**config.mk**
```make
export PLATFORM = sky130hd
export DESIGN_NAME = frontend
export DESIGN_NICKNAME = d
export VERILOG_FILES = /design/src/hdl/frontend_cfg_pkg.sv /design/src/hdl/riscv_cf_pkg.sv /design/src/hdl/instr_scan.sv /design/src/hdl/bht.sv /design/src/hdl/ras.sv /design/src/hdl/fetch_ctrl.sv /design/src/hdl/frontend.sv
export SDC_FILE = /design/constraint.sdc
export NUM_CORES = 1
export LEC_CHECK = 0
export ABC_AREA = 1
export BUFFER_PORTS_ARGS = -buffer_cell sky130_fd_sc_hd__buf_2
export CAP_MARGIN = 20
export CELL_PAD_IN_SITES_DETAIL_PLACEMENT = 0
export CELL_PAD_IN_SITES_GLOBAL_PLACEMENT = 2
export CORE_ASPECT_RATIO = 1.2
export CORE_MARGIN = 2
export CORE_UTILIZATION = 32
export DETAILED_ROUTE_END_ITERATION = 8
export GPL_TIMING_DRIVEN = 0
export PLACE_DENSITY_LB_ADDON = 0.1
export RECOVER_POWER = 100
export SLEW_MARGIN = 20
export SYNTH_ARGS = -nofsm -noshare
export SYNTH_HDL_FRONTEND = slang
export SYNTH_SLANG_ARGS = --single-unit
```
**constraint.sdc**
```tcl
create_clock -name clk_i -period 4.3 [get_ports clk_i]
set_input_delay 0.86 -clock clk_i [delete_from_list [all_inputs] [get_ports clk_i]]
set_output_delay 0.86 -clock clk_i [all_outputs]
set_load 0.005 [all_outputs]
```
**src/hdl/frontend_cfg_pkg.sv**
```systemverilog
/*
 * Fetch frontend configuration
 * Address width, reset fetch address and predictor table sizes
 */
`default_nettype none

package frontend_cfg_pkg;

  // address and instruction width
  localparam int unsigned XLEN = 32;

  // first fetch address after reset
  localparam logic [XLEN-1:0] RESET_PC = 32'h0000_0080;

  // branch history table, indexed by pc[5:2]
  localparam int unsigned BHT_ENTRIES  = 16;
  localparam int unsigned BHT_IDX_BITS = 4;

  // return address stack depth
  localparam int unsigned RAS_DEPTH = 4;

endpackage : frontend_cfg_pkg

`default_nettype wire

```
**src/hdl/riscv_cf_pkg.sv**
```systemverilog
/*
 * RISC-V control-flow definitions
 * Major opcodes seen by the pre-decoder, control-flow classes
 * and the link register numbers used for call/return detection
 */
`default_nettype none

package riscv_cf_pkg;

  // major opcodes that matter for fetch, everything else folds into OPC_OTHER
  typedef enum logic [6:0] {
    OPC_OTHER  = 7'b000_0000,
    OPC_BRANCH = 7'b110_0011,
    OPC_JALR   = 7'b110_0111,
    OPC_JAL    = 7'b110_1111
  } opcode_e;

  // control-flow class of one fetched word
  typedef enum logic [2:0] {
    CF_NONE   = 3'd0,
    CF_BRANCH = 3'd1,
    CF_JUMP   = 3'd2,
    CF_CALL   = 3'd3,
    CF_RETURN = 3'd4,
    CF_JALR   = 3'd5
  } cf_e;

  // link registers, x1 and x5
  localparam logic [4:0] REG_RA = 5'd1;
  localparam logic [4:0] REG_T0 = 5'd5;

endpackage : riscv_cf_pkg

`default_nettype wire

```
**src/hdl/instr_scan.sv**
```systemverilog
/*
 * Instruction pre-decoder
 * Classifies a 32-bit word as branch, jump, call, return or jalr
 * and extracts the sign-extended B-type or J-type offset
 */
`default_nettype none

module instr_scan (
  input  logic [frontend_cfg_pkg::XLEN-1:0] instr_i,
  output riscv_cf_pkg::cf_e                 cf_o,
  output logic [frontend_cfg_pkg::XLEN-1:0] imm_o
);

  import frontend_cfg_pkg::*;
  import riscv_cf_pkg::*;

  opcode_e         opc;
  logic [4:0]      rd;
  logic [4:0]      rs1;
  logic            rd_link;
  logic            rs1_link;
  logic [XLEN-1:0] imm_b;
  logic [XLEN-1:0] imm_j;

  assign rd       = instr_i[11:7];
  assign rs1      = instr_i[19:15];
  assign rd_link  = (rd == REG_RA) || (rd == REG_T0);
  assign rs1_link = (rs1 == REG_RA) || (rs1 == REG_T0);

  // B-type offset, bit 0 always zero
  assign imm_b = {{(XLEN-12){instr_i[31]}}, instr_i[7], instr_i[30:25], instr_i[11:8], 1'b0};
  // J-type offset
  assign imm_j = {{(XLEN-20){instr_i[31]}}, instr_i[19:12], instr_i[20], instr_i[30:21], 1'b0};

  // fold the major opcode onto the few values fetch cares about
  always_comb begin
    case (instr_i[6:0])
      OPC_BRANCH: opc = OPC_BRANCH;
      OPC_JAL:    opc = OPC_JAL;
      OPC_JALR:   opc = OPC_JALR;
      default:    opc = OPC_OTHER;
    endcase
  end

  always_comb begin
    cf_o  = CF_NONE;
    imm_o = '0;
    case (opc)
      OPC_BRANCH: begin
        cf_o  = CF_BRANCH;
        imm_o = imm_b;
      end
      OPC_JAL: begin
        // jal writing a link register is a call
        cf_o  = rd_link ? CF_CALL : CF_JUMP;
        imm_o = imm_j;
      end
      OPC_JALR: begin
        // register target is unknown here, so the offset points at the next word
        imm_o = XLEN'(4);
        if (rd_link) begin
          cf_o = CF_CALL;
        end else if (rs1_link && (rd == 5'd0)) begin
          cf_o = CF_RETURN;
        end else begin
          cf_o = CF_JALR;
        end
      end
      default: ;
    endcase
  end

endmodule : instr_scan

`default_nettype wire

```
**src/hdl/bht.sv**
```systemverilog
/*
 * Branch history table
 * Direct-mapped 2-bit saturating counters with a valid bit per entry,
 * combinational lookup and a registered update from the back end
 */
`default_nettype none

module bht (
  input  logic                                      clk_i,
  input  logic                                      rst_ni,
  input  logic [frontend_cfg_pkg::BHT_IDX_BITS-1:0] lookup_idx_i,
  input  logic                                      update_valid_i,
  input  logic [frontend_cfg_pkg::XLEN-1:0]         update_pc_i,
  input  logic                                      update_taken_i,
  output logic                                      pred_valid_o,
  output logic                                      pred_taken_o
);

  import frontend_cfg_pkg::*;

  logic [BHT_ENTRIES-1:0]  valid_q;
  logic [1:0]              cnt_q [BHT_ENTRIES];
  logic [BHT_IDX_BITS-1:0] upd_idx;

  // word-aligned pc, skip the two low bits
  assign upd_idx = update_pc_i[BHT_IDX_BITS+1:2];

  // lookup, counter msb is the taken guess
  assign pred_valid_o = valid_q[lookup_idx_i];
  assign pred_taken_o = cnt_q[lookup_idx_i][1];

  always_ff @(posedge clk_i or negedge rst_ni) begin
    if (!rst_ni) begin
      valid_q <= '0;
    end else if (update_valid_i) begin
      valid_q[upd_idx] <= 1'b1;
    end
  end

  always_ff @(posedge clk_i) begin
    if (update_valid_i) begin
      if (!valid_q[upd_idx]) begin
        // first outcome seeds a weak counter
        cnt_q[upd_idx] <= update_taken_i ? 2'd2 : 2'd1;
      end else if (update_taken_i && (cnt_q[upd_idx] != 2'd3)) begin
        cnt_q[upd_idx] <= cnt_q[upd_idx] + 2'd1;
      end else if (!update_taken_i && (cnt_q[upd_idx] != 2'd0)) begin
        cnt_q[upd_idx] <= cnt_q[upd_idx] - 2'd1;
      end
    end
  end

endmodule : bht

`default_nettype wire

```
**src/hdl/ras.sv**
```systemverilog
/*
 * Return address stack
 * Shift stack with entry 0 on top, oldest entry lost on overflow
 */
`default_nettype none

module ras (
  input  logic                              clk_i,
  input  logic                              rst_ni,
  input  logic                              push_i,
  input  logic                              pop_i,
  input  logic [frontend_cfg_pkg::XLEN-1:0] push_addr_i,
  output logic                              top_valid_o,
  output logic [frontend_cfg_pkg::XLEN-1:0] top_addr_o
);

  import frontend_cfg_pkg::*;

  localparam int unsigned CNT_W = $clog2(RAS_DEPTH + 1);

  logic [XLEN-1:0]  stack_q [RAS_DEPTH];
  logic [CNT_W-1:0] cnt_q;

  assign top_valid_o = (cnt_q != '0);
  assign top_addr_o  = stack_q[0];

  // occupancy count
  always_ff @(posedge clk_i or negedge rst_ni) begin
    if (!rst_ni) begin
      cnt_q <= '0;
    end else if (push_i && pop_i) begin
      // top replaced, an empty stack gains one entry
      if (cnt_q == '0) begin
        cnt_q <= CNT_W'(1);
      end
    end else if (push_i) begin
      if (cnt_q != CNT_W'(RAS_DEPTH)) begin
        cnt_q <= cnt_q + CNT_W'(1);
      end
    end else if (pop_i && (cnt_q != '0)) begin
      cnt_q <= cnt_q - CNT_W'(1);
    end
  end

  // entries, bottom falls off when pushing into a full stack
  always_ff @(posedge clk_i) begin
    if (push_i) begin
      if (!pop_i) begin
        for (int i = RAS_DEPTH - 1; i > 0; i--) begin
          stack_q[i] <= stack_q[i-1];
        end
      end
      stack_q[0] <= push_addr_i;
    end else if (pop_i && (cnt_q != '0)) begin
      for (int i = 0; i < RAS_DEPTH - 1; i++) begin
        stack_q[i] <= stack_q[i+1];
      end
    end
  end

endmodule : ras

`default_nettype wire

```
**src/hdl/fetch_ctrl.sv**
```systemverilog
/*
 * Fetch control
 * Owns the PC, the single-outstanding memory request FSM, next-PC
 * selection from the predictors and the one-deep entry register to decode
 */
`default_nettype none

module fetch_ctrl (
  input  logic                                      clk_i,
  input  logic                                      rst_ni,
  // instruction memory
  output logic                                      imem_req_valid_o,
  output logic [frontend_cfg_pkg::XLEN-1:0]         imem_req_addr_o,
  input  logic                                      imem_req_ready_i,
  input  logic                                      imem_rsp_valid_i,
  input  logic [frontend_cfg_pkg::XLEN-1:0]         imem_rsp_data_i,
  // pre-decode of the response word
  input  riscv_cf_pkg::cf_e                         cf_i,
  input  logic [frontend_cfg_pkg::XLEN-1:0]         imm_i,
  // predictors
  output logic [frontend_cfg_pkg::BHT_IDX_BITS-1:0] bht_idx_o,
  input  logic                                      bht_valid_i,
  input  logic                                      bht_taken_i,
  output logic                                      ras_push_o,
  output logic [frontend_cfg_pkg::XLEN-1:0]         ras_push_addr_o,
  output logic                                      ras_pop_o,
  input  logic                                      ras_valid_i,
  input  logic [frontend_cfg_pkg::XLEN-1:0]         ras_addr_i,
  // back end
  input  logic                                      redirect_valid_i,
  input  logic [frontend_cfg_pkg::XLEN-1:0]         redirect_pc_i,
  // decode
  output logic                                      fetch_valid_o,
  output logic [frontend_cfg_pkg::XLEN-1:0]         fetch_pc_o,
  output logic [frontend_cfg_pkg::XLEN-1:0]         fetch_instr_o,
  output logic                                      fetch_pred_taken_o,
  output logic [frontend_cfg_pkg::XLEN-1:0]         fetch_pred_pc_o,
  input  logic                                      fetch_ready_i
);

  import frontend_cfg_pkg::*;
  import riscv_cf_pkg::*;

  // IDLE no request out, WAIT response pending, DROP response to discard
  typedef enum logic [1:0] {
    FETCH_IDLE,
    FETCH_WAIT,
    FETCH_DROP
  } fetch_state_e;

  fetch_state_e    state_q, state_d;
  logic [XLEN-1:0] pc_q, pc_d;
  logic [XLEN-1:0] seq_pc;
  logic [XLEN-1:0] target_pc;
  logic [XLEN-1:0] pred_pc;
  logic            pred_taken;
  logic            entry_free;
  logic            rsp_live;

  // ---------------------------------------------------------------------------
  // request side
  // ---------------------------------------------------------------------------
  // entry register empty next cycle
  assign entry_free       = !fetch_valid_o || fetch_ready_i;
  // no request while reset is held
  assign imem_req_valid_o = rst_ni && (state_q == FETCH_IDLE) && entry_free &&
                            !redirect_valid_i;
  // pc_q holds the outstanding address until its response comes back
  assign imem_req_addr_o  = pc_q;
  assign rsp_live = imem_rsp_valid_i && (state_q == FETCH_WAIT) && !redirect_valid_i;

  always_comb begin
    state_d = state_q;
    case (state_q)
      FETCH_IDLE: if (imem_req_valid_o && imem_req_ready_i) state_d = FETCH_WAIT;
      FETCH_WAIT: begin
        if (imem_rsp_valid_i) begin
          state_d = FETCH_IDLE;
        end else if (redirect_valid_i) begin
          state_d = FETCH_DROP;
        end
      end
      FETCH_DROP: if (imem_rsp_valid_i) state_d = FETCH_IDLE;
      default:    state_d = FETCH_IDLE;
    endcase
  end

  // ---------------------------------------------------------------------------
  // prediction for the returning word
  // ---------------------------------------------------------------------------
  assign seq_pc          = pc_q + XLEN'(4);
  assign target_pc       = pc_q + imm_i;
  assign bht_idx_o       = pc_q[BHT_IDX_BITS+1:2];
  assign ras_push_addr_o = seq_pc;
  assign ras_push_o      = rsp_live && (cf_i == CF_CALL);
  assign ras_pop_o       = rsp_live && (cf_i == CF_RETURN);

  always_comb begin
    pred_taken = 1'b0;
    pred_pc    = seq_pc;
    case (cf_i)
      CF_BRANCH: begin
        // counter if trained, else backward taken
        pred_taken = bht_valid_i ? bht_taken_i : imm_i[XLEN-1];
        if (pred_taken) pred_pc = target_pc;
      end
      CF_JUMP, CF_CALL: begin
        pred_taken = 1'b1;
        pred_pc    = target_pc;
      end
      CF_RETURN: begin
        // empty stack falls through
        pred_taken = ras_valid_i;
        if (ras_valid_i) pred_pc = ras_addr_i;
      end
      default: ;
    endcase
  end

  // redirect wins over everything
  always_comb begin
    pc_d = pc_q;
    if (redirect_valid_i) begin
      pc_d = redirect_pc_i;
    end else if (rsp_live) begin
      pc_d = pred_pc;
    end
  end

  always_ff @(posedge clk_i or negedge rst_ni) begin
    if (!rst_ni) begin
      state_q       <= FETCH_IDLE;
      pc_q          <= RESET_PC;
      fetch_valid_o <= 1'b0;
    end else begin
      state_q <= state_d;
      pc_q    <= pc_d;
      if (redirect_valid_i) begin
        fetch_valid_o <= 1'b0;
      end else if (rsp_live) begin
        fetch_valid_o <= 1'b1;
      end else if (fetch_ready_i) begin
        fetch_valid_o <= 1'b0;
      end
    end
  end

  // entry payload, only written by a live response
  always_ff @(posedge clk_i) begin
    if (rsp_live) begin
      fetch_pc_o         <= pc_q;
      fetch_instr_o      <= imem_rsp_data_i;
      fetch_pred_taken_o <= pred_taken;
      fetch_pred_pc_o    <= pred_pc;
    end
  end

endmodule : fetch_ctrl

`default_nettype wire

```
**src/hdl/frontend.sv**
```systemverilog
/*
 * Instruction fetch frontend, top level
 * Pre-decoder, history table and return stack feed fetch control
 */
`default_nettype none

module frontend (
  input  logic                              clk_i,
  input  logic                              rst_ni,
  // instruction memory
  output logic                              imem_req_valid_o,
  output logic [frontend_cfg_pkg::XLEN-1:0] imem_req_addr_o,
  input  logic                              imem_req_ready_i,
  input  logic                              imem_rsp_valid_i,
  input  logic [frontend_cfg_pkg::XLEN-1:0] imem_rsp_data_i,
  // decode
  output logic                              fetch_valid_o,
  output logic [frontend_cfg_pkg::XLEN-1:0] fetch_pc_o,
  output logic [frontend_cfg_pkg::XLEN-1:0] fetch_instr_o,
  output logic                              fetch_pred_taken_o,
  output logic [frontend_cfg_pkg::XLEN-1:0] fetch_pred_pc_o,
  input  logic                              fetch_ready_i,
  // back end
  input  logic                              redirect_valid_i,
  input  logic [frontend_cfg_pkg::XLEN-1:0] redirect_pc_i,
  input  logic                              resolve_valid_i,
  input  logic [frontend_cfg_pkg::XLEN-1:0] resolve_pc_i,
  input  logic                              resolve_taken_i
);

  import frontend_cfg_pkg::*;
  import riscv_cf_pkg::*;

  cf_e                     scan_cf;
  logic [XLEN-1:0]         scan_imm;
  logic [BHT_IDX_BITS-1:0] bht_idx;
  logic                    bht_valid;
  logic                    bht_taken;
  logic                    ras_push;
  logic                    ras_pop;
  logic [XLEN-1:0]         ras_push_addr;
  logic                    ras_valid;
  logic [XLEN-1:0]         ras_addr;

  // pre-decode straight off the memory response
  instr_scan i_instr_scan (
    .instr_i (imem_rsp_data_i),
    .cf_o    (scan_cf),
    .imm_o   (scan_imm)
  );

  // both predictors answer in the response cycle
  bht i_bht (
    .clk_i          (clk_i),
    .rst_ni         (rst_ni),
    .lookup_idx_i   (bht_idx),
    .update_valid_i (resolve_valid_i),
    .update_pc_i    (resolve_pc_i),
    .update_taken_i (resolve_taken_i),
    .pred_valid_o   (bht_valid),
    .pred_taken_o   (bht_taken)
  );

  ras i_ras (
    .clk_i       (clk_i),
    .rst_ni      (rst_ni),
    .push_i      (ras_push),
    .pop_i       (ras_pop),
    .push_addr_i (ras_push_addr),
    .top_valid_o (ras_valid),
    .top_addr_o  (ras_addr)
  );

  fetch_ctrl i_fetch_ctrl (
    .clk_i              (clk_i),
    .rst_ni             (rst_ni),
    .imem_req_valid_o   (imem_req_valid_o),
    .imem_req_addr_o    (imem_req_addr_o),
    .imem_req_ready_i   (imem_req_ready_i),
    .imem_rsp_valid_i   (imem_rsp_valid_i),
    .imem_rsp_data_i    (imem_rsp_data_i),
    .cf_i               (scan_cf),
    .imm_i              (scan_imm),
    .bht_idx_o          (bht_idx),
    .bht_valid_i        (bht_valid),
    .bht_taken_i        (bht_taken),
    .ras_push_o         (ras_push),
    .ras_push_addr_o    (ras_push_addr),
    .ras_pop_o          (ras_pop),
    .ras_valid_i        (ras_valid),
    .ras_addr_i         (ras_addr),
    .redirect_valid_i   (redirect_valid_i),
    .redirect_pc_i      (redirect_pc_i),
    .fetch_valid_o      (fetch_valid_o),
    .fetch_pc_o         (fetch_pc_o),
    .fetch_instr_o      (fetch_instr_o),
    .fetch_pred_taken_o (fetch_pred_taken_o),
    .fetch_pred_pc_o    (fetch_pred_pc_o),
    .fetch_ready_i      (fetch_ready_i)
  );

endmodule : frontend

`default_nettype wire

```
Word-level counts from Yosys, hierarchy flattened
Memories as Yosys holds them, arrays and structs flattened.
Index checks and enable logic that the tools add are counted.
Word-level totals
  register bits: 151
  memory bits (writable): 160
  input port bits: 104
  output and inout bits: 131
  logic and storage cells: 138
  memories: 2
Memories
  i_ras.stack_q: depth 4, bits a word 32, read ports 4, clocked after memory_dff 0, wr ports 4, RTL line ras.sv:21  | logic [XLEN-1:0] stack_q [RAS_DEPTH];
  i_bht.cnt_q: depth 16, bits a word 2, read ports 2, clocked after memory_dff 0, wr ports 1, RTL line bht.sv:22  | logic [1:0] cnt_q [BHT_ENTRIES];
Operators by class
  $add $sub $neg: 6
  magnitude comparators: 3
  equal/unequal tests: 23
  mux-type cells: 58
  bitwise gates (word level): 6
  reduce and logical (&&, ||, !) cells: 31
Operator list (count)
  two-way mux 32 bit: 7
  case mux 32 bit (3 select lines): 2
  == test 7 bit, second input constant: 6
  adder 32 x 3 -> 32 bit, second input constant: 1
  adder 32 bit: 1
  two-way mux 1 bit: 29
  case mux 7 bit (3 select lines): 1
  two-way mux 3 bit: 6
  OR 16 bit: 1
  logical AND 1 bit: 14
  two-way mux 2 bit: 7
  == test 5 x 1 -> 1 bit, second input constant: 2
  == test 5 x 3 -> 1 bit, second input constant: 2
  less-than comparator 4 x 5 -> 1 bit, second input constant: 2
  inequality test 3 bit, second input constant: 3
  case mux 3 bit (3 select lines): 1
  nonzero test 3 bit: 3
  binary-select mux 1 bit (select 4 bit): 2
  inequality test 2 bit, second input constant: 4
  == test 3 x 2 -> 1 bit, second input constant: 2
  case mux 2 bit (3 select lines): 1
  AND reduction 3 bit: 2
  logical NOT 5 bit: 1
  OR 1 bit: 5
  17 further kinds: 22

Logic depth before layout (Yosys ltp)
Gate-level depths: netlist of run 1.
  word-level depth: 13
  gate-level depth with buffers: 26
  depth with buffers taken out: 26

Modules after synthesis
Synthesis of run 1 repeated with hierarchy kept, for this count alone.
Second synthesis, totals
  cells, all modules: 1992
  area, all modules: 17220.3 µm²
Modules (own cells, without submodules)
  fetch_ctrl: instances 1, cells an instance 1143, area each 8545.7 µm², seq. area each 3789.9 µm²
  ras: instances 1, cells an instance 472, area each 5652.9 µm², seq. area each 3918.8 µm²
  bht: instances 1, cells an instance 292, area each 2582.5 µm², seq. area each 1361.3 µm²
  instr_scan: instances 1, cells an instance 85, area each 439.2 µm², seq. area each 0.0 µm²

Least setup slack after synthesis of run 1
Ideal clock, no wire load.
  path type: input port to flip-flop
  start: in redirect_valid_i
  end: reg i_fetch_ctrl.fetch_instr_o[0] (netlist bit), enable pin
  setup time: 0.500 ns
  arrival time: 4.310 ns
  data required time: 3.800 ns
  path slack: -0.510 ns
  cell stages on the path: 3
  buffers on the path: 2
  path through: clkbuf_1 > nor2_1 > clkbuf_1
On the way
  word-level cells in the longest chain between the ends: 2
Ends and longest elaborated chain
  start, declared: RTL line frontend.sv:24  | input logic redirect_valid_i,
  logical NOT 1 bit: RTL line fetch_ctrl.sv:70  | assign rsp_live = imem_rsp_valid_i && (state_q == FETCH_WAIT) && !redirect_valid_i;
  logical AND 1 bit: RTL line fetch_ctrl.sv:70
  net i_fetch_ctrl.rsp_live: RTL line fetch_ctrl.sv:58  | logic rsp_live;
  end signal, assigned: RTL line fetch_ctrl.sv:152  | fetch_instr_o <= imem_rsp_data_i;
  end, declared: RTL line fetch_ctrl.sv:35  | output logic [frontend_cfg_pkg::XLEN-1:0] fetch_instr_o,
The timed path passes the listed nets, and every way through them passes these cells.
A chain may end at the register's enable or synchronous reset.

Worst setup path after layout of run 1
  start: in redirect_valid_i
  end: reg i_ras.cnt_q[2]
On the way
  word-level cells in the longest chain between the ends: 6
  elaborated cells on any way between the ends: 12
  those cells by class: 2 x eq/ne; 2 x mux; 8 x reduce/logical
Ends and longest elaborated chain
  logical NOT 1 bit (*): RTL line fetch_ctrl.sv:70
  logical AND 1 bit (*): RTL line fetch_ctrl.sv:70
  logical AND 1 bit, on equally long branches: RTL line fetch_ctrl.sv:95, fetch_ctrl.sv:96
  logical AND 1 bit, on equally long branches: RTL line ras.sv:31, ras.sv:40
  inequality test 3 bit (no source line), or another cell as far along
  AND reduction 3 bit (no source line)
  end signal, assigned: RTL line ras.sv:38  | cnt_q <= cnt_q + CNT_W'(1);
  end signal, assigned: RTL line ras.sv:41  | cnt_q <= cnt_q - CNT_W'(1);
  end, declared: RTL line ras.sv:22  | logic [CNT_W-1:0] cnt_q;
Every way passes the cells marked *; elsewhere a longest branch is shown, timed or not.

==> results.cfg, run 1 <==
[status]
status = completed

[drt]
ant_nets = 0
drc_errors = 0
vias = 14291
drt-wirelength-per-cell_um = 21.1
routed_wl_um = 63500
drtIter0Drc = 914
viasPerCell = 4.74
drt_pre_antenna_iters = 5

[timing]
max_freq_mhz = 247
max_slew_margin = 0.114
clock_skew_ns = 0.0201
hold_viol_final = 0
finalWorstSetupSlack_ns = 0.257
drv_slew = 0
setup_viol = 0
fin_setup_tns_ns = 0
post-route-period-util = 0.940
tightest_slew_ns = 1.33
finalCriticalPeriod_ns = 4.04
rsz0062_at_grt = no

[placement]
post-place-ws_ns = -0.922
portBuffers = 205
dp_cells = 2949
placed_cell_area_sq_um = 19200
hpwl_um = 50400
gp_congestion = 0.872

[setup_path]
r2r-end = i_fetch_ctrl.fetch_pred_pc_o[17]
path_max_fanout = 44
cp-end-kind = flop
reg2reg_slack_ns = 0.26
cp.required_ns = 4.73
cp_common_cell = nand2_1
worstSetupPathType = input port to flop
timing.rr.start = i_fetch_ctrl.imem_req_addr_o[2]
cp-endpoint = i_ras.cnt_q[2]
worst-r2r-cell-count = 12
critPathMaxStageDelay_ns = 1.03
crit_path_top_delay_cell = nand2_1
start_kind = input port
path_cells = clkbuf_1, nor2_1, nand3_1, nand2_1, buf_16, nand2_1, o21ai_0, nand2_1
crit_path_start = redirect_valid_i
crit_arrival_ns = 4.47

[synthesis]
syn-num-nets = 2173
yosys_warnings = 0
postSynthAreaPerCell_sq_um = 8.41
synth.distinct_cells = 43
syn_area_sq_um = 17100
yosysSeqAreaShare = 0.530
syn_inst = 2034
async_reset_ff_frac = 0.174
synth_edf_count = 257
ys_ff_latch = 311
synthFlopType = edfxtp_1

[pwr]
worst_ir_drop_vdd_mv = 0.235
p_total_mw = 8.19
cellPowerDensity_nw_per_um2 = 409
p_leak_nw = 8.94

[clock_network]
cts_root_buf = clkbuf_16
insertion_delay_ns = 0.56
cts_buffer_depth = 3
cts.htree.levels = 2
clock-sinks = 311
clkTransAtPathRegs_ns = 0.06
cts_tree = done
cts_inserted_buffers = 35
holdBufCountCts = 0

[global_routing]
grtUsageTotal = 0.230
grt_overflow = 0
grt_pass1_wl_um = 93600
grt_pass1_vias = 14611
antenna_found_initial = 2
grt_max_degree = 94

[cells_and_area]
fin_area_sq_um = 20000
multi_input_area_sq_um = 6560
nNetsFinal = 2421
fin_cells = 3017
layout-drive-gt1-share = 0.104
area_delta_synth_final_pct = 17.2
nFillCells = 5663
regArea_sq_um = 9070
layout_common_cells = 693 x nand2_1, 301 x inv_1, 257 x edfxtp_1, 164 x nor2_1, 149 x nand3_1
final_common_cell = nand2_1

[floorplanning]
die_h_um = 257
start_util = 0.324
dieArea_sq_um = 55300
rows = 92
io_pins = 235
core_area_sq_um = 52700
die-width_um = 215

[worst_hold_path]
hp-class = flop to flop

[run]
maxCapViolCount = 0
timing repair:
action                                  CTS  global route
pin swaps                                 0             1
endpoints found under the setup margin   34            21
setup buffers                             0             2
hold endpoints to repair                  0             0
resized for setup                         1             2
report_power, final:
part	total, mW	switching, mW	leakage [nW]	internal [mW]
clock network	2.98	1.29	0.545	1.69
logic	1.53	1.07	5.45	0.460
registers	3.68	0.218	2.94	3.47
worst max-delay path, delay by kind of cell:
family / cells / cell delay, ns
AND/OR/NAND/NOR: 5 / 2.78
buffers and inverters: 2 / 0.60
AO/OA/AOI/OAI: 1 / 0.17
metrics by stage:
| step | util | hold slack, ns |
|---|---|---|
| global placement | 0.361 | 0.425 |
| finish | 0.380 | 0.448 |
| global route | 0.380 | 0.459 |
| CTS | 0.385 | 0.168 |
| floorplan | - | 0.419 |
| detailed placement | 0.364 | 0.435 |
worst min-delay path by stage:
| stage | start | end | slack, ns | cells past startpoint |
|---|---|---|---|---|
| floorplan | i_ras.stack_q[2][20] | i_ras.stack_q[3][20] | 0.42 | 0 |
| CTS | rst_ni | i_bht.valid_q[11] | 0.17 | 1 |
| finish | i_ras.stack_q[2][2] | i_ras.stack_q[3][2] | 0.45 | 0 |
| detailed placement | i_ras.stack_q[2][5] | i_ras.stack_q[3][5] | 0.44 | 0 |
| global route | i_ras.stack_q[2][21] | i_ras.stack_q[3][21] | 0.46 | 0 |
| global placement | i_ras.stack_q[2][16] | i_ras.stack_q[3][16] | 0.42 | 0 |
registers in the layout, summed over array words and instances, names as in the netlist:
| name | cells |
|---|---|
| i_fetch_ctrl.fetch_pc_o | 32 |
| i_fetch_ctrl.fetch_instr_o | 32 |
| i_bht.cnt_q | 32 |
| i_ras.cnt_q | 3 |
| i_fetch_ctrl.fetch_pred_pc_o | 32 |
| i_bht.valid_q | 16 |
| i_fetch_ctrl.state_q | 2 |
| i_fetch_ctrl.imem_req_addr_o | 32 |
| i_fetch_ctrl.fetch_pred_taken_o | 1 |
| i_fetch_ctrl.fetch_valid_o | 1 |
| i_ras.stack_q | 128 |
kinds of logic after synthesis:
kind of cell / Yosys count / share of synthesized area
AND/OR/NAND/NOR: 1071 / 0.261
flip-flops: 311 / 0.530
AO/OA/AOI/OAI: 199 / 0.0647
XOR/XNOR: 25 / 0.0128
buffers and inverters: 361 / 0.0837
adder cells (fa/ha/maj): 35 / 0.0265
multiplexers: 32 / 0.0211
metal layers:
metal	wire length, um	vias to the layer above	global-route usage
met5	0	-	0
met4	2350	0	0.0851
met3	2400	79	0.0285
met2	32000	305	0.414
met1	26700	6793	0.280
li1	-	7114	-
cell type report:
cell class / instances / area share
antenna: 3 / 0.000375
tap: 705 / 0.0440
multi-input combinational: 1362 / 0.327
sequential: 311 / 0.452
timing repair buffer: 212 / 0.0496
clock inverter: 22 / 0.00955
buffer: 52 / 0.0124
clock buffer: 42 / 0.0466
inverter: 308 / 0.0577
cells in the mapped netlist (all sizes together), types with 2 or more instances:
cell type | count | area, sq um
nand2 | 700 | 2680
inv | 308 | 1160
edfxtp | 257 | 7720
nor2 | 170 | 681
nand3 | 150 | 778
o21ai | 102 | 510
a21oi | 59 | 295
dfrtp | 53 | 1330
ha | 33 | 413
buf | 32 | 198
mux2 | 32 | 360
clkbuf | 21 | 78.8
a22oi | 20 | 150
nand4 | 20 | 125
xor2 | 14 | 123
nor3 | 13 | 76.3
nand3b | 12 | 90.1
xnor2 | 11 | 96.3
o21bai | 7 | 52.6
o221ai | 5 | 43.8
and2 | 4 | 25.0
a22o | 2 | 17.5
fa | 2 | 40.0
Power figures use the tool's default switching activity.
==> inputs of run 2 (changes only) <==
--- a/config.mk
+++ b/config.mk
@@ -12,7 +12,7 @@
 export CELL_PAD_IN_SITES_GLOBAL_PLACEMENT = 2
 export CORE_ASPECT_RATIO = 1.2
 export CORE_MARGIN = 2
-export CORE_UTILIZATION = 32
+export CORE_UTILIZATION = 38
 export DETAILED_ROUTE_END_ITERATION = 8
 export GPL_TIMING_DRIVEN = 0
 export PLACE_DENSITY_LB_ADDON = 0.1
==> constraint.sdc (replaced) <==
create_clock -name clk_i -period 5.2 [get_ports clk_i]
set_input_delay 1.04 -clock clk_i [delete_from_list [all_inputs] [get_ports clk_i]]
set_output_delay 1.04 -clock clk_i [all_outputs]
set_load 0.005 [all_outputs]
==> run 2 against run 1 <==
- the flow now finishes with violations (max-capacitance violations, max-slew violations)
- via count increased by 0.63%
- sequential power decreased by 18%
- clock-buffer cell count down 3
- first-iteration DRC count is 7.3% higher
- die area shrank 16%
- clock skew increased by 0.010 ns
- clock power down 12%
- register-to-register slack improved by 0.51 ns
- combinational power decreased by 18%
==> results.cfg, run 2 (same netlist as run 1, synthesis figures left out) <==
[clock_network]
cts_buffer_depth = 3
cts_inserted_buffers = 35
holdBufCountCts = 0
clkTransAtPathRegs_ns = 0.06
cts_root_buf = clkbuf_16
cts.htree.levels = 2
insertion_delay_ns = 0.57
cts_tree = done
cts_resized = 0
cts_setup_buffers = 0
clock-sinks = 311

[timing]
post-route-period-util = 0.913
max_slew_margin = -0.311
clock_skew_ns = 0.0305
hold_viol_final = 0
finalWorstSetupSlack_ns = 0.451
max_freq_mhz = 211
drv_slew = 98
finalCriticalPeriod_ns = 4.75
setup_viol = 0
rsz0062_at_grt = no
tightest_slew_ns = 1.97

[drt]
drtIter0Drc = 981
drt-wirelength-per-cell_um = 21.0
routed_wl_um = 60400
drt_pre_antenna_iters = 7
ant_nets = 0
viasPerCell = 5.00
vias = 14381
drc_errors = 0

[setup_path]
crit_path_start = imem_rsp_data_i[6]
path_cells = clkbuf_1, nand2_1, nor2_4, inv_1, nor2_4, clkbuf_1, buf_2, nand2_1, o21ai_0, ha_1, nand2_1, inv_1, a21oi_1, nand2_1, a21oi_1, nand3_1, nand2_1, nand2_1, nand3_1, nand3_1
reg2reg_slack_ns = 0.77
cp-end-kind = flop
worst-r2r-cell-count = 6
crit_path_top_delay_cell = clkbuf_1
cp_common_cell = nand2_1
worstSetupPathType = input port to flop
r2r-end = i_fetch_ctrl.fetch_pc_o[26]
cp.required_ns = 5.50
start_kind = input port
path_max_fanout = 10
cp-endpoint = i_fetch_ctrl.fetch_pred_pc_o[28]
critPathMaxStageDelay_ns = 0.56
crit_arrival_ns = 5.05
timing.rr.start = i_fetch_ctrl.state_q[1]

[global_routing]
grt_pass1_wl_um = 88400
grtUsageTotal = 0.260
grt_max_degree = 56
grt_pass1_vias = 14200
grt_overflow = 0
antenna_found_initial = 0

[cells_and_area]
area_delta_synth_final_pct = 16.4
nFillCells = 4596
layout_common_cells = 695 x nand2_1, 304 x inv_1, 257 x edfxtp_1, 165 x nor2_1, 149 x nand3_1
fin_cells = 2874
largest_register_ffs = 128
antenna_cells = 0
final_common_cell = nand2_1
nNetsFinal = 2421
top_register = i_ras.stack_q
layout-drive-gt1-share = 0.101
fin_area_sq_um = 19900

[floorplanning]
rows = 85
core_area_sq_um = 44700
io_pins = 235
die_h_um = 236
dieArea_sq_um = 46700
start_util = 0.383
die-width_um = 198

[placement]
placed_cell_area_sq_um = 19000
gp_congestion = 0.911
portBuffers = 205
hpwl_um = 47800
post-place-ws_ns = -0.159
dp_cells = 2810

[pwr]
p_leak_nw = 9.00
cellPowerDensity_nw_per_um2 = 347
worst_ir_drop_vdd_mv = 0.258
p_total_mw = 6.91

[run]
maxCapViolCount = 3

[status]
status = finished with violations
violations = max-capacitance violations, max-slew violations

[worst_hold_path]
min-delay-start = i_ras.stack_q[2][28]
hp-class = flop to flop
## run 2: changes by cell type in the layout (fill, tap and decap cells not counted), moves of 3 or more
cell | before | now
buf_1 | 5 | 1
inv_1 | 301 | 304
buf_4 | 7 | 3
inv_2 | 7 | 4
clkinv_1 | 5 | 8
clkinv_4 | 3 | 0
bufinv_16 | 2 | 6
buf_2 | 116 | 125
diode_2 | 3 | 0
## run 2: worst min-delay path by stage
stage	to	cells after the start
final	i_ras.stack_q[3][28]	0
after global routing	i_ras.stack_q[3][23]	0
after CTS	i_bht.valid_q[11]	1
after detailed placement	i_ras.stack_q[3][6]	0
after global placement	i_ras.stack_q[3][11]	0
after floorplan	i_ras.stack_q[3][20]	0
## run 2: worst max-delay path: cells and delay by family
family	cells	cell delay, ns
adders and majority gates	1	0.43
and+or+nand+nor	11	1.51
buffers and inverters	5	1.26
AOI/OAI and AO/OA	3	0.80
## run 2: per-stage QoR
step	TNS, ns	hold slack [ns]	utilization
final	0	0.446	0.446
after floorplan	0	0.419	-
after CTS	0	0.443	0.452
after global routing	0	0.452	0.446
after detailed placement	-1.08	0.432	0.425
after global placement	-238.61	0.425	0.422
## run 2: layout make-up
class | count | area, sq um | share of cell area
clock inverters | 25 | 310 | 0.0156
flip-flops and latches | 311 | 9070 | 0.455
clock buffers | 39 | 891 | 0.0447
plain buffers | 53 | 240 | 0.0121
multi-input cells | 1362 | 6540 | 0.328
well taps | 565 | 707 | 0.0355
inverters | 308 | 1160 | 0.0581
repair buffers | 211 | 998 | 0.0501
## run 2: report_power, final
| part | internal, mW | total, mW | switching, mW |
|---|---|---|---|
| combinational | 0.385 | 1.25 | 0.870 |
| sequential | 2.87 | 3.03 | 0.168 |
| clock | 1.55 | 2.62 | 1.07 |
## run 2: layer usage
metal,vias up,track usage,wire length (um)
met1,6824,0.334,25900
met2,367,0.444,29500
met5,-,0,0
li1,7103,-,-
met3,87,0.0329,2580
met4,0,0.100,2400
==> inputs of run 3 (changes only) <==
--- a/config.mk
+++ b/config.mk
@@ -11,7 +11,6 @@
 export CELL_PAD_IN_SITES_DETAIL_PLACEMENT = 0
 export CELL_PAD_IN_SITES_GLOBAL_PLACEMENT = 2
 export CORE_ASPECT_RATIO = 1.2
-export CORE_MARGIN = 2
 export CORE_UTILIZATION = 38
 export DETAILED_ROUTE_END_ITERATION = 8
 export GPL_TIMING_DRIVEN = 0
@@ -20,4 +19,5 @@
 export SLEW_MARGIN = 20
 export SYNTH_ARGS = -nofsm -noshare
 export SYNTH_HDL_FRONTEND = slang
+export SYNTH_HIERARCHICAL = 1
 export SYNTH_SLANG_ARGS = --single-unit
==> run 3 against run 2 <==
- the flow still finishes with violations (max-capacitance violations, max-slew violations)
- routed wire length decreased by 7.3%
- first-iteration DRC count decreased by 20%
- clock power about the same
- area after synthesis increased by 0.67%
- sequential power decreased by 6%
- cell area increased by 0.25%
- highest routed layer unchanged
- clock skew decreased by 0.0035 ns
- core utilization about the same
- flip-flop and latch count unchanged
==> results.cfg, run 3 <==
[status]
status = finished with violations
violations = max-capacitance violations, max-slew violations

[cells_and_area]
final_common_cell = nand2_1
layout_common_cells = 660 x nand2_1, 315 x inv_1, 257 x edfxtp_1, 133 x buf_2
nFillCells = 4573
utilization = 0.446
nNetsFinal = 2376
fin_cells = 2871
top_register = i_ras/stack_q
area_delta_synth_final_pct = 15.9
layout-drive-gt1-share = 0.133
largest_register_ffs = 128
antenna_cells = 0

[setup_path]
worst-r2r-cell-count = 15
path_max_fanout = 10
timing.rr.start = i_fetch_ctrl/imem_req_addr_o[2]
crit_arrival_ns = 4.65
reg2reg_slack_ns = 0.90
critPathMaxStageDelay_ns = 0.58
worstSetupPathType = input port to flop
r2r-end = i_fetch_ctrl/fetch_pred_pc_o[28]
crit_family = simple AND/OR/NAND/NOR gates
start_kind = input port
path_buf_inv = 6
path_cells = clkbuf_1, nand2_1, nor2_1, nand4_1, nand2_1, inv_1, nor2_1, inv_1, nor3_1, inv_1, nand3_1, clkbuf_1, clkbuf_1, o22ai_1
cp.depth = 14
cp.required_ns = 5.48
crit_path_top_delay_cell = clkbuf_1
cp-end-kind = flop

[pwr]
p_leak_nw = 8.91
p_total_mw = 6.05
worst_ir_drop_vdd_mv = 0.221
cellPowerDensity_nw_per_um2 = 303

[floorplanning]
io_pins = 235
die_h_um = 235
rows = 85
die-width_um = 196
core_area_sq_um = 44800
dieArea_sq_um = 46200
start_util = 0.385

[synthesis]
yosysSeqAreaShare = 0.527
async_reset_ff_frac = 0.174
yosys-top-cells-count = 659 x nand2_1, 312 x inv_1, 257 x edfxtp_1, 103 x nand3_1, 94 x nor2_1
yosysTopAreaCell = edfxtp_1
syn-num-nets = 2132
synthFlopType = edfxtp_1
synth_most_common_cell = nand2_1
synth.distinct_cells = 52
yosysTopAreaCellShare = 0.448
synth_edf_count = 257
synth_area_leaders = edfxtp_1 45%, nand2_1 14%, dfrtp_1 7.7%
postSynthAreaPerCell_sq_um = 8.64
ys_ff_latch = 311
syn_area_sq_um = 17200
yosys_warnings = 6
syn_inst = 1992

[global_routing]
grt_pass1_vias = 13770
busiest_layer = met2
antenna_found_initial = 0
met2_usage = 0.433
grtUsageTotal = 0.245
grt_overflow = 0
globalRouteMet1Util = 0.315
gr-usage-met3 = 0.0252
grt_max_degree = 107
grt_pass1_wl_um = 84300

[placement]
hpwl_um = 43300
dp_cells = 2808
gp_congestion = 0.899
portBuffers = 204

[drt]
drtIter0Drc = 789
ant_nets = 0
viasPerCell = 4.86
drt-wirelength-per-cell_um = 19.5
drt_pre_antenna_iters = 5
routed_wl_um = 56000
vias = 13959
drc_errors = 0

[clock_network]
insertion_delay_ns = 0.57
cts_root_buf = clkbuf_16
clock-sinks = 311
cts_tree = done
holdBufCountCts = 0
clkTransAtPathRegs_ns = 0.06
cts.htree.levels = 2
cts_setup_buffers = 0
cts_buffer_depth = 3
cts_inserted_buffers = 35
cts_resized = 0

[run]
maxCapViolCount = 1

[timing]
clock_skew_ns = 0.0271
max_freq_mhz = 229
hold_viol_final = 0
setup_viol = 0
max_slew_margin = -0.794
post-route-period-util = 0.841
rsz0062_at_grt = no
tightest_slew_ns = 2.69
drv_slew = 107
finalCriticalPeriod_ns = 4.37

[worst_hold_path]
min-delay-start = i_ras/stack_q[0][95]
whs_endpoint = i_ras/stack_q[0][127]
hp-class = flop to flop
worstHoldPathCells = 0
-- run 3: changes by cell type after synthesis, moves of 11 or more --
cell,before,now
o21ai_1,8,59
a22oi_1,20,8
inv_1,300,312
nand2_1,689,659
o22ai_1,1,30
buf_4,6,55
nand3_1,146,103
buf_6,4,16
o211ai_1,0,11
o21ai_0,94,58
mux2_2,29,0
nor2_1,163,94
a21oi_1,59,42
-- run 3: layer usage --
layer  routed length [um]  share of wire  vias up
li1                     -              -     6942
met1                24600           0.44     6676
met2                28300           0.51      283
met3                 1910          0.034       58
met4                 1190          0.021        0
met5                    0              0        -
-- run 3: layout make-up --
class                      count  area, sq um  share of cell area
inverter                     317         1190              0.0596
buffer                       100          664              0.0333
clock buffer                  46          968              0.0485
clock inverter                17          216              0.0108
sequential                   311         9070               0.454
multi-input combinational   1264         6120               0.306
timing repair buffer         207          976              0.0489
tap                          609          762              0.0382
-- run 3: logic make-up (layout without fill, tap and decap cells) --
| logic type | Yosys count | in the layout | synth area share |
|---|---|---|---|
| DFF | 311 | 311 | 0.527 |
| and+or+nand+nor | 946 | 946 | 0.233 |
| adders and majority gates | 36 | 36 | 0.0270 |
| buffers and inverters | 417 | 687 | 0.111 |
| AOI/OAI and AO/OA | 259 | 259 | 0.0905 |
| xor gates and xnor gates | 22 | 22 | 0.0116 |
| other | 1 | 1 | 0.000218 |
-- run 3: worst max path at each step --
stage	startpoint	to	slack [ns]
2_1_floorplan	imem_rsp_data_i[6]	i_ras/stack_q[0][32]	0.72
3_3_place_gp	imem_rsp_data_i[6]	i_ras/stack_q[0][38]	-0.91
3_5_place_dp	imem_rsp_data_i[6]	i_ras/stack_q[0][36]	0.56
4_1_cts	imem_rsp_data_i[6]	i_ras/stack_q[0][44]	1.14
5_1_grt	imem_rsp_data_i[5]	i_ras/stack_q[0][71]	0.43
6_report	imem_rsp_data_i[5]	i_ras/stack_q[0][71]	0.83
-- run 3: power breakdown --
part	leakage, nW	internal, mW	total (mW)	switching (mW)
combinational	5.30	0.199	0.596	0.397
sequential	3.04	2.76	2.86	0.102
clock	0.566	1.52	2.59	1.07
-- run 3: metrics by stage --
step           setup TNS (ns)  area [sq um]  hold slack [ns]  setup slack [ns]
4_1_cts                     0         20300            0.325              1.14
6_report                    0         20000            0.441             0.829
5_1_grt                     0         20000            0.446             0.431
3_3_place_gp           -57.78         19000            0.430            -0.913
2_1_floorplan               0         17200            0.426             0.725
3_5_place_dp                0         19100            0.436             0.557
